==> src/decode_defines.svh <==
/*
 * MIPS decode stage widths and fixed register constants
 */
`ifndef DECODE_DEFINES_SVH
`define DECODE_DEFINES_SVH

// ----------------------------------------------------------------------
// datapath widths
// ----------------------------------------------------------------------
`define DATA_WIDTH 32
`define REG_ADDR_WIDTH 5
`define OPCODE_WIDTH 6
`define IMM_WIDTH 16

// ----------------------------------------------------------------------
// register file
// ----------------------------------------------------------------------
`define REG_COUNT 32

// return address register of JAL
`define LINK_REG 31

// added to the sequential pc for the link value
`define LINK_OFFSET 4

`endif

==> src/decodePkg.sv <==
/*
 * decode package: word and index types, ALU and branch encodings,
 * and the structs passed between the decode blocks
 */
`default_nettype none
`include "decode_defines.svh"

package decodePkg;

	typedef logic [`DATA_WIDTH-1:0] word_t;
	typedef logic [`REG_ADDR_WIDTH-1:0] regIdx_t; // also a shift amount
	typedef logic [`IMM_WIDTH-1:0] imm_t;

	// ----------------------------------------------------------------------
	// encodings
	// ----------------------------------------------------------------------
	typedef enum logic [4:0] {
		aluNone = 5'd0, // bubble / no operation
		aluAdd,
		aluAddu,
		aluSub,
		aluSubu,
		aluAnd,
		aluOr,
		aluXor,
		aluNor,
		aluSlt,
		aluSltu,
		aluSll,
		aluSrl,
		aluSra,
		aluSllv,
		aluSrlv,
		aluSrav,
		aluLui
	} aluOp_t;

	typedef enum logic [2:0] {
		condNone = 3'd0,
		condEq,
		condNe,
		condLez,
		condGtz,
		condLtz,
		condGez
	} branchCond_t;

	// ----------------------------------------------------------------------
	// bundles
	// ----------------------------------------------------------------------
	typedef struct packed {
		aluOp_t aluOp;
		branchCond_t branchCond;
		logic regDst; // destination is rd
		logic link;
		logic jump; // J / JAL
		logic jumpReg; // JR / JALR
		logic aluSrc; // operand B from the immediate
		logic memRead;
		logic memWrite;
		logic memToReg;
		logic regWrite;
	} ctrl_t;

	typedef struct packed {
		logic enable;
		regIdx_t index;
		word_t data;
	} wbReq_t;

	typedef struct packed {
		logic taken;
		word_t target;
	} redirect_t;

	typedef struct packed {
		word_t operandA;
		word_t operandB;
		imm_t imm;
		regIdx_t shamt;
		regIdx_t rs; // forwarding index, zero if unused
		regIdx_t rt;
		regIdx_t dest;
		aluOp_t aluOp;
		logic aluSrc;
		logic memRead;
		logic memWrite;
		logic memToReg;
		logic regWrite;
	} exBundle_t;

endpackage

`default_nettype wire

==> src/branchResolve.sv <==
/*
 * branch resolver: condition compare and next-pc target selection
 */
`timescale 1ns/1ps
`default_nettype none
`include "decode_defines.svh"

module branchResolve import decodePkg::*; (
	input wire ctrl_t ctrl,
	input wire word_t instr,
	input wire word_t pc, // address after the instruction
	input wire word_t rsData,
	input wire word_t rtData,
	output redirect_t nextRedirect
);

	word_t branchOffset;
	word_t jumpTarget;
	logic rsNeg;
	logic rsZero;
	logic condMet;

	// sign-extended immediate, word aligned
	assign branchOffset = {{(`DATA_WIDTH-`IMM_WIDTH-2){instr[15]}}, instr[15:0], 2'b00};
	assign jumpTarget = {pc[31:28], instr[25:0], 2'b00};

	// signed compares against zero only need sign and zero tests
	assign rsNeg = rsData[`DATA_WIDTH-1];
	assign rsZero = (rsData == '0);

	always_comb begin
		case (ctrl.branchCond)
			condEq: condMet = (rsData == rtData);
			condNe: condMet = (rsData != rtData);
			condLez: condMet = rsNeg || rsZero;
			condGtz: condMet = !rsNeg && !rsZero;
			condLtz: condMet = rsNeg;
			condGez: condMet = !rsNeg;
			default: condMet = 1'b0;
		endcase
	end

	// ----------------------------------------------------------------------
	// redirect
	// ----------------------------------------------------------------------
	assign nextRedirect.taken = ctrl.jump || ctrl.jumpReg || condMet;

	always_comb begin
		if (ctrl.jumpReg) begin
			nextRedirect.target = rsData;
		end else if (ctrl.jump) begin
			nextRedirect.target = jumpTarget;
		end else if (condMet) begin
			nextRedirect.target = pc + branchOffset;
		end else begin
			nextRedirect.target = pc; // fall through
		end
	end

endmodule

`default_nettype wire

==> src/controlDecoder.sv <==
/*
 * control decoder: opcode, funct and rt fields to control fields;
 * unknown patterns give the all-zero control word
 */
`timescale 1ns/1ps
`default_nettype none
`include "decode_defines.svh"

module controlDecoder import decodePkg::*; (
	input wire word_t instr,
	output ctrl_t ctrl
);

	logic [`OPCODE_WIDTH-1:0] opcode;
	logic [`OPCODE_WIDTH-1:0] funct;
	regIdx_t rtField;

	assign opcode = instr[31:26];
	assign funct = instr[5:0];
	assign rtField = instr[20:16];

	always_comb begin
		ctrl = '0;
		case (opcode)
			// --------------------------------------------------------------
			// SPECIAL, selected by funct
			// --------------------------------------------------------------
			6'b000000: begin
				ctrl.regDst = 1'b1;
				ctrl.regWrite = 1'b1;
				case (funct)
					6'b000000: ctrl.aluOp = aluSll; // also nop
					6'b000010: ctrl.aluOp = aluSrl;
					6'b000011: ctrl.aluOp = aluSra;
					6'b000100: ctrl.aluOp = aluSllv;
					6'b000110: ctrl.aluOp = aluSrlv;
					6'b000111: ctrl.aluOp = aluSrav;
					6'b001000: begin // jr
						ctrl.regDst = 1'b0;
						ctrl.regWrite = 1'b0;
						ctrl.jumpReg = 1'b1;
					end
					6'b001001: begin // jalr, link value into rd
						ctrl.jumpReg = 1'b1;
						ctrl.link = 1'b1;
						ctrl.aluOp = aluAddu;
					end
					6'b100000: ctrl.aluOp = aluAdd;
					6'b100001: ctrl.aluOp = aluAddu;
					6'b100010: ctrl.aluOp = aluSub;
					6'b100011: ctrl.aluOp = aluSubu;
					6'b100100: ctrl.aluOp = aluAnd;
					6'b100101: ctrl.aluOp = aluOr;
					6'b100110: ctrl.aluOp = aluXor;
					6'b100111: ctrl.aluOp = aluNor;
					6'b101010: ctrl.aluOp = aluSlt;
					6'b101011: ctrl.aluOp = aluSltu;
					default: ctrl = '0;
				endcase
			end

			// REGIMM, selected by rt
			6'b000001: begin
				case (rtField)
					5'b00000: ctrl.branchCond = condLtz;
					5'b00001: ctrl.branchCond = condGez;
					default: ctrl = '0;
				endcase
			end

			// --------------------------------------------------------------
			// jumps and branches
			// --------------------------------------------------------------
			6'b000010: ctrl.jump = 1'b1; // j
			6'b000011: begin // jal
				ctrl.jump = 1'b1;
				ctrl.link = 1'b1;
				ctrl.regWrite = 1'b1;
				ctrl.aluOp = aluAddu;
			end
			6'b000100: ctrl.branchCond = condEq;
			6'b000101: ctrl.branchCond = condNe;
			6'b000110: ctrl.branchCond = condLez;
			6'b000111: ctrl.branchCond = condGtz;

			// immediate forms, op picked by the low opcode bits
			6'b001000, 6'b001001, 6'b001010, 6'b001011,
			6'b001100, 6'b001101, 6'b001110, 6'b001111: begin
				ctrl.aluSrc = 1'b1;
				ctrl.regWrite = 1'b1;
				case (opcode[2:0])
					3'b000: ctrl.aluOp = aluAdd;
					3'b001: ctrl.aluOp = aluAddu;
					3'b010: ctrl.aluOp = aluSlt;
					3'b011: ctrl.aluOp = aluSltu;
					3'b100: ctrl.aluOp = aluAnd;
					3'b101: ctrl.aluOp = aluOr;
					3'b110: ctrl.aluOp = aluXor;
					default: ctrl.aluOp = aluLui;
				endcase
			end

			// --------------------------------------------------------------
			// memory access, address is base + offset
			// --------------------------------------------------------------
			6'b100000, 6'b100001, 6'b100011, 6'b100100, 6'b100101: begin
				ctrl.aluOp = aluAdd;
				ctrl.aluSrc = 1'b1;
				ctrl.memRead = 1'b1;
				ctrl.memToReg = 1'b1; // write-back requested via memToReg
			end
			6'b101000, 6'b101001, 6'b101011: begin // sb, sh, sw
				ctrl.aluOp = aluAdd;
				ctrl.aluSrc = 1'b1;
				ctrl.memWrite = 1'b1;
			end

			default: ctrl = '0; // illegal, passes on as a bubble
		endcase
	end

endmodule

`default_nettype wire

==> src/decodeStage.sv <==
/*
 * MIPS instruction decode stage: register read, control decode,
 * branch resolution and the ID/EX register
 */
`timescale 1ns/1ps
`default_nettype none

module decodeStage import decodePkg::*; (
	input wire CLK,
	input wire RESET,
	input wire word_t instr,
	input wire word_t pc,
	input wire freeze,
	input wire bubble,
	input wire wbReq_t wb,
	output exBundle_t ex,
	output redirect_t redirect
);

	word_t rsData;
	word_t rtData;
	ctrl_t ctrl;
	redirect_t nextRedirect;

	regFile regFile_i (
		.CLK(CLK),
		.wb(wb),
		.rsIdx(instr[25:21]),
		.rtIdx(instr[20:16]),
		.rsData(rsData),
		.rtData(rtData)
	);

	controlDecoder controlDecoder_i (
		.instr(instr),
		.ctrl(ctrl)
	);

	branchResolve branchResolve_i (
		.ctrl(ctrl),
		.instr(instr),
		.pc(pc),
		.rsData(rsData),
		.rtData(rtData),
		.nextRedirect(nextRedirect)
	);

	idExLatch idExLatch_i (
		.CLK(CLK),
		.RESET(RESET),
		.freeze(freeze),
		.bubble(bubble),
		.instr(instr),
		.pc(pc),
		.ctrl(ctrl),
		.rsData(rsData),
		.rtData(rtData),
		.nextRedirect(nextRedirect),
		.ex(ex),
		.redirect(redirect)
	);

endmodule

`default_nettype wire

==> src/idExLatch.sv <==
/*
 * ID/EX pipe register with operand steering, freeze (hold) and
 * bubble (clear); bubble has priority over freeze
 */
`timescale 1ns/1ps
`default_nettype none
`include "decode_defines.svh"

module idExLatch import decodePkg::*; (
	input wire CLK,
	input wire RESET,
	input wire freeze,
	input wire bubble,
	input wire word_t instr,
	input wire word_t pc,
	input wire ctrl_t ctrl,
	input wire word_t rsData,
	input wire word_t rtData,
	input wire redirect_t nextRedirect,
	output exBundle_t ex,
	output redirect_t redirect
);

	exBundle_t nextEx;

	// ----------------------------------------------------------------------
	// operand steering
	// ----------------------------------------------------------------------
	always_comb begin
		nextEx = '0;
		nextEx.imm = instr[15:0];
		nextEx.shamt = instr[10:6];
		nextEx.aluOp = ctrl.aluOp;
		nextEx.aluSrc = ctrl.aluSrc;
		nextEx.memRead = ctrl.memRead;
		nextEx.memWrite = ctrl.memWrite;
		nextEx.memToReg = ctrl.memToReg;
		nextEx.regWrite = ctrl.regWrite || ctrl.memToReg;

		if (ctrl.link) begin // return address = pc + 4, nothing to forward
			nextEx.operandA = pc;
			nextEx.operandB = word_t'(`LINK_OFFSET);
		end else begin
			nextEx.operandA = rsData;
			nextEx.operandB = rtData;
			nextEx.rs = instr[25:21];
			nextEx.rt = ctrl.aluSrc ? '0 : instr[20:16];
		end

		if (ctrl.regDst) begin
			nextEx.dest = instr[15:11];
		end else if (ctrl.link) begin
			nextEx.dest = regIdx_t'(`LINK_REG);
		end else begin
			nextEx.dest = instr[20:16];
		end
	end

	// ----------------------------------------------------------------------
	// pipe register
	// ----------------------------------------------------------------------
	always_ff @(posedge CLK or negedge RESET) begin
		if (!RESET) begin
			ex <= '0;
			redirect <= '0;
		end else if (bubble) begin
			ex <= '0;
			redirect <= '0;
		end else if (!freeze) begin
			ex <= nextEx;
			redirect <= nextRedirect;
		end
	end

endmodule

`default_nettype wire

==> src/regFile.sv <==
/*
 * register file, 32 x 32, two combinational read ports and one
 * write-back port; register 0 reads as zero
 */
`timescale 1ns/1ps
`default_nettype none
`include "decode_defines.svh"

module regFile import decodePkg::*; (
	input wire CLK,
	input wire wbReq_t wb,
	input wire regIdx_t rsIdx,
	input wire regIdx_t rtIdx,
	output word_t rsData,
	output word_t rtData
);

	word_t regs [`REG_COUNT]; // no reset, contents start undefined

	// write-back port
	always_ff @(posedge CLK) begin
		if (wb.enable && (wb.index != '0)) begin
			regs[wb.index] <= wb.data;
		end
	end

	// ----------------------------------------------------------------------
	// read ports
	// ----------------------------------------------------------------------
	// entry 0 is never written, so force the zero here
	assign rsData = (rsIdx == '0) ? '0 : regs[rsIdx];
	assign rtData = (rtIdx == '0) ? '0 : regs[rtIdx];

endmodule

`default_nettype wire
==> config.mk <==
export PLATFORM = sky130hd
export DESIGN_NAME = decodeStage
export DESIGN_NICKNAME = d
export VERILOG_FILES = /design/src/decodePkg.sv /design/src/branchResolve.sv /design/src/controlDecoder.sv /design/src/decodeStage.sv /design/src/idExLatch.sv /design/src/regFile.sv
export VERILOG_INCLUDE_DIRS = /design/src /design/src/src
export SDC_FILE = /design/constraint.sdc
export NUM_CORES = 2
export LEC_CHECK = 0
export CAP_MARGIN = 25
export CORE_ASPECT_RATIO = 2
export CORE_MARGIN = 8
export CORE_UTILIZATION = 40
export DETAILED_ROUTE_END_ITERATION = 12
export DONT_BUFFER_PORTS = 1
export PLACE_DENSITY = 0.56
export SLEW_MARGIN = 10
export SYNTH_ARGS = -nofsm -noshare
export SYNTH_HDL_FRONTEND = slang
export SYNTH_SLANG_ARGS = --single-unit
==> constraint.sdc <==
create_clock -name CLK -period 3.9 [get_ports CLK]
set_clock_uncertainty 0.2 [all_clocks]
set_input_delay 0.975 -clock CLK [delete_from_list [all_inputs] [get_ports CLK]]
set_output_delay 0.975 -clock CLK [all_outputs]
set_load 0.03 [all_outputs]
==> flow_summary.ini <==
[worst_setup_path]
critical_path.startpoint = instr[16]
startpoint_type = input pin
rr_worst_depth = 13
r2r_start = regFile_i.regs[15][12]$_DFFE_PP_
cp_top_family = multiplexers
critPathMostFrequentCell = buf_4
setup.worst_path.end_class = register
critPathBufInv = 3
cpMaxStageDelayCell = mux4_2
arrival_ns = 6.10
critical_path.max_stage_delay_ns = 1.15
critPathKind = input pin to register
path_depth = 15
crit_fanout = 323
regToRegEndpoint = idExLatch_i.redirect[19]$_DFFE_PN0P_
required_ns = 4.30
cp_cell_sequence = mux4_2, a22o_1, a221oi_2, buf_4, a31oi_4, xnor2_1, nor3_2, buf_4, nand4_1, or4_4, mux2i_2, and2_4, buf_12, a211o_1, a221o_1
reg2reg_setup_slack_ns = -0.68

[timing]
tightest_slew_ns = 2.00
tns_ns = -51.66
max_slew_margin_pct = -33.2
finalCritPeriodShare_pct = 146
setup_slack_ns = -1.80
slew_violations = 199
rsz0062_at_grt = true
clock.fmax_ghz = 0.175
hold_viol = 137
setup_viol = 31
holdWs_ns = -0.266
layout_min_cycle_time_ns = 5.70

[route]
antenna_left = 0
drc = 0
vias = 35775
via_per_inst = 6.31
wl_per_cell_um = 35.6
drt_iter0_drc = 3605
wirelength_um = 202000
drtPass1Iterations = 8

[logic_synthesis]
synthTopCellsByArea = edfxtp_1, mux4_2, dfrtp_1
ys.flop_type = edfxtp_1
syn_avg_cell_area_sq_um = 16.5
synth_top_area_cell = edfxtp_1
synth_edf_count = 1024
synth-async-reset-ratio_pct = 11.8
synth_top_area_share_pct = 55.2
ys_seq_area_share_pct = 61.4
syn-cell-area_sq_um = 55700
ys_ff_latch = 1161
netlist_instances = 3364
yosys.cell_types.count = 81
ys_warn_count = 0

[global_route]
grt_pass1_wl_um = 279000
grt_max_degree = 324
grt_pass1_vias = 37210
gr-total-overflow = 0
grt_antenna_before_repair = 4
grt_usage_pct = 26.0

[placed_design]
gp_congestion = 0.891
place_ws_ns = -1.93
place_hpwl_um = 134000
place_inst = 5470
portBuffers = 0

[floorplan]
initial_core_util_pct = 40.3
io_pins = 249
rows = 193
core-area_sq_um = 138000
dieArea_sq_um = 152000
fp.dieH_um = 544
die_x_um = 280

[clock_network]
htree_levels = 3
worst_skew_pair.late_latency_ns = 0.73
cts_num_sinks = 1161
clockRootBuffer = clkbuf_16
clk_path_buf_depth = 3
cts_tree = yes
clk_pin_slew_ns = 0.07
cts_buffers = 102

[cells_and_area]
layout_commonest_cell = edfxtp_1
layout_common_cells = edfxtp_1, mux4_2, buf_4
area_growth_pct = 17.0
layout-drive-gt1-share_pct = 31.3
layout.nets = 3860
layout.cells.non_filler = 5666
fillers = 11935

[outcome]
violations = negative hold slack, max-slew violations, negative setup slack
status = finished, violations left

[hold_path]
holdCritPathClass = input pin to asynchronous set/reset pin

[power_and_ir_drop]
totalPowerFinal_mw = 27.2
ir_drop_mv = 0.331
pwr_density_cell_nw_per_um2 = 418
power.leakage_nw = 22.5

[job]
maxCapViolCount = 0
## cells in the mapped netlist, types with 13 or more instances
| master | number |
|---|---|
| nor3_1 | 31 |
| buf_6 | 33 |
| edfxtp_1 | 1024 |
| a31oi_1 | 27 |
| nand2_1 | 74 |
| a221oi_1 | 41 |
| a21o_1 | 18 |
| a21oi_1 | 119 |
| a211oi_1 | 17 |
| mux2_2 | 30 |
| inv_1 | 20 |
| o21ai_0 | 72 |
| o22ai_1 | 50 |
| a221o_1 | 14 |
| nor2_1 | 224 |
| buf_4 | 40 |
| mux2i_1 | 245 |
| xnor2_1 | 32 |
| dfrtp_1 | 137 |
| a22o_1 | 58 |
| xor2_1 | 27 |
| a22oi_1 | 111 |
| mux4_2 | 413 |
| nor4_1 | 13 |
| nand4_1 | 13 |
| o221ai_1 | 23 |
| buf_2 | 58 |
| ha_1 | 29 |
| nor2b_1 | 18 |
| clkbuf_1 | 110 |
| nand2b_1 | 14 |
| nand3_1 | 67 |
## cell type report
cell class              count  area [sq um]  area share [%]
well taps                1852          2320            3.56
clock buffers             137          2800            4.30
inverters                  22          82.6           0.127
flip-flops and latches   1161         34200            52.5
multi-input cells        1950         20500            31.5
clock inverters            53           475           0.730
diodes                      4          10.0          0.0154
repair buffers            487          4750            7.29
## routing by layer
metal / share of wire (%) / wire length [um] / global-route usage (%) / vias up
met5: 0 / 0 / 0 / -
met4: 7.4 / 14900 / 16.3 / 0
met3: 7.8 / 15700 / 5.37 / 542
met2: 52 / 106000 / 47.1 / 1796
met1: 32 / 65400 / 27.3 / 18823
li1: - / - / - / 14614
## power by group
part / leakage [nW] / switching [mW] / total, mW / internal, mW
Sequential: 11.1 / 0.368 / 14.1 / 13.8
Combinational: 9.83 / 1.37 / 2.79 / 1.42
Clock: 1.58 / 4.82 / 10.3 / 5.48
## how the worst max path moves through the flow
stage and to:
2_1_floorplan idExLatch_i.redirect[27]$_DFFE_PN0P_, 3_3_place_gp idExLatch_i.redirect[19]$_DFFE_PN0P_, 3_5_place_dp idExLatch_i.redirect[30]$_DFFE_PN0P_, 4_1_cts idExLatch_i.redirect[19]$_DFFE_PN0P_
5_1_grt idExLatch_i.redirect[19]$_DFFE_PN0P_, 6_report idExLatch_i.redirect[19]$_DFFE_PN0P_
## flip-flops by register name, indices dropped and copies added, names as in the netlist
register / count
idExLatch_i.redirect: 33
idExLatch_i.ex: 104
regFile_i.regs: 1024
## stage by stage
step | area (sq um) | util [%]
floorplan | 56000 | -
global placement | 61700 | 44.7
detailed placement | 61700 | 44.7
CTS | 65000 | 47.1
global route | 65100 | 47.1
finish | 65100 | 47.1
## cells by family after synthesis
kind of cell / synth area share, %
adder cells (fa/ha/maj): 0.688
AND/OR/NAND/NOR: 4.32
multiplexers: 21.7
buffers and inverters: 2.98
flip-flops: 61.4
other: 0.00674
AO/OA/AOI/OAI: 7.93
XOR/XNOR: 0.928
## timing repair
item                                    CTS  global route
pin swaps                                 4            10
endpoints found under the hold margin   137           137
gates cloned                              0             0
endpoints found under the setup margin   31            31
buffers inserted                          3             0
gates resized for setup                  12            16
Power figures use the tool's default switching activity.
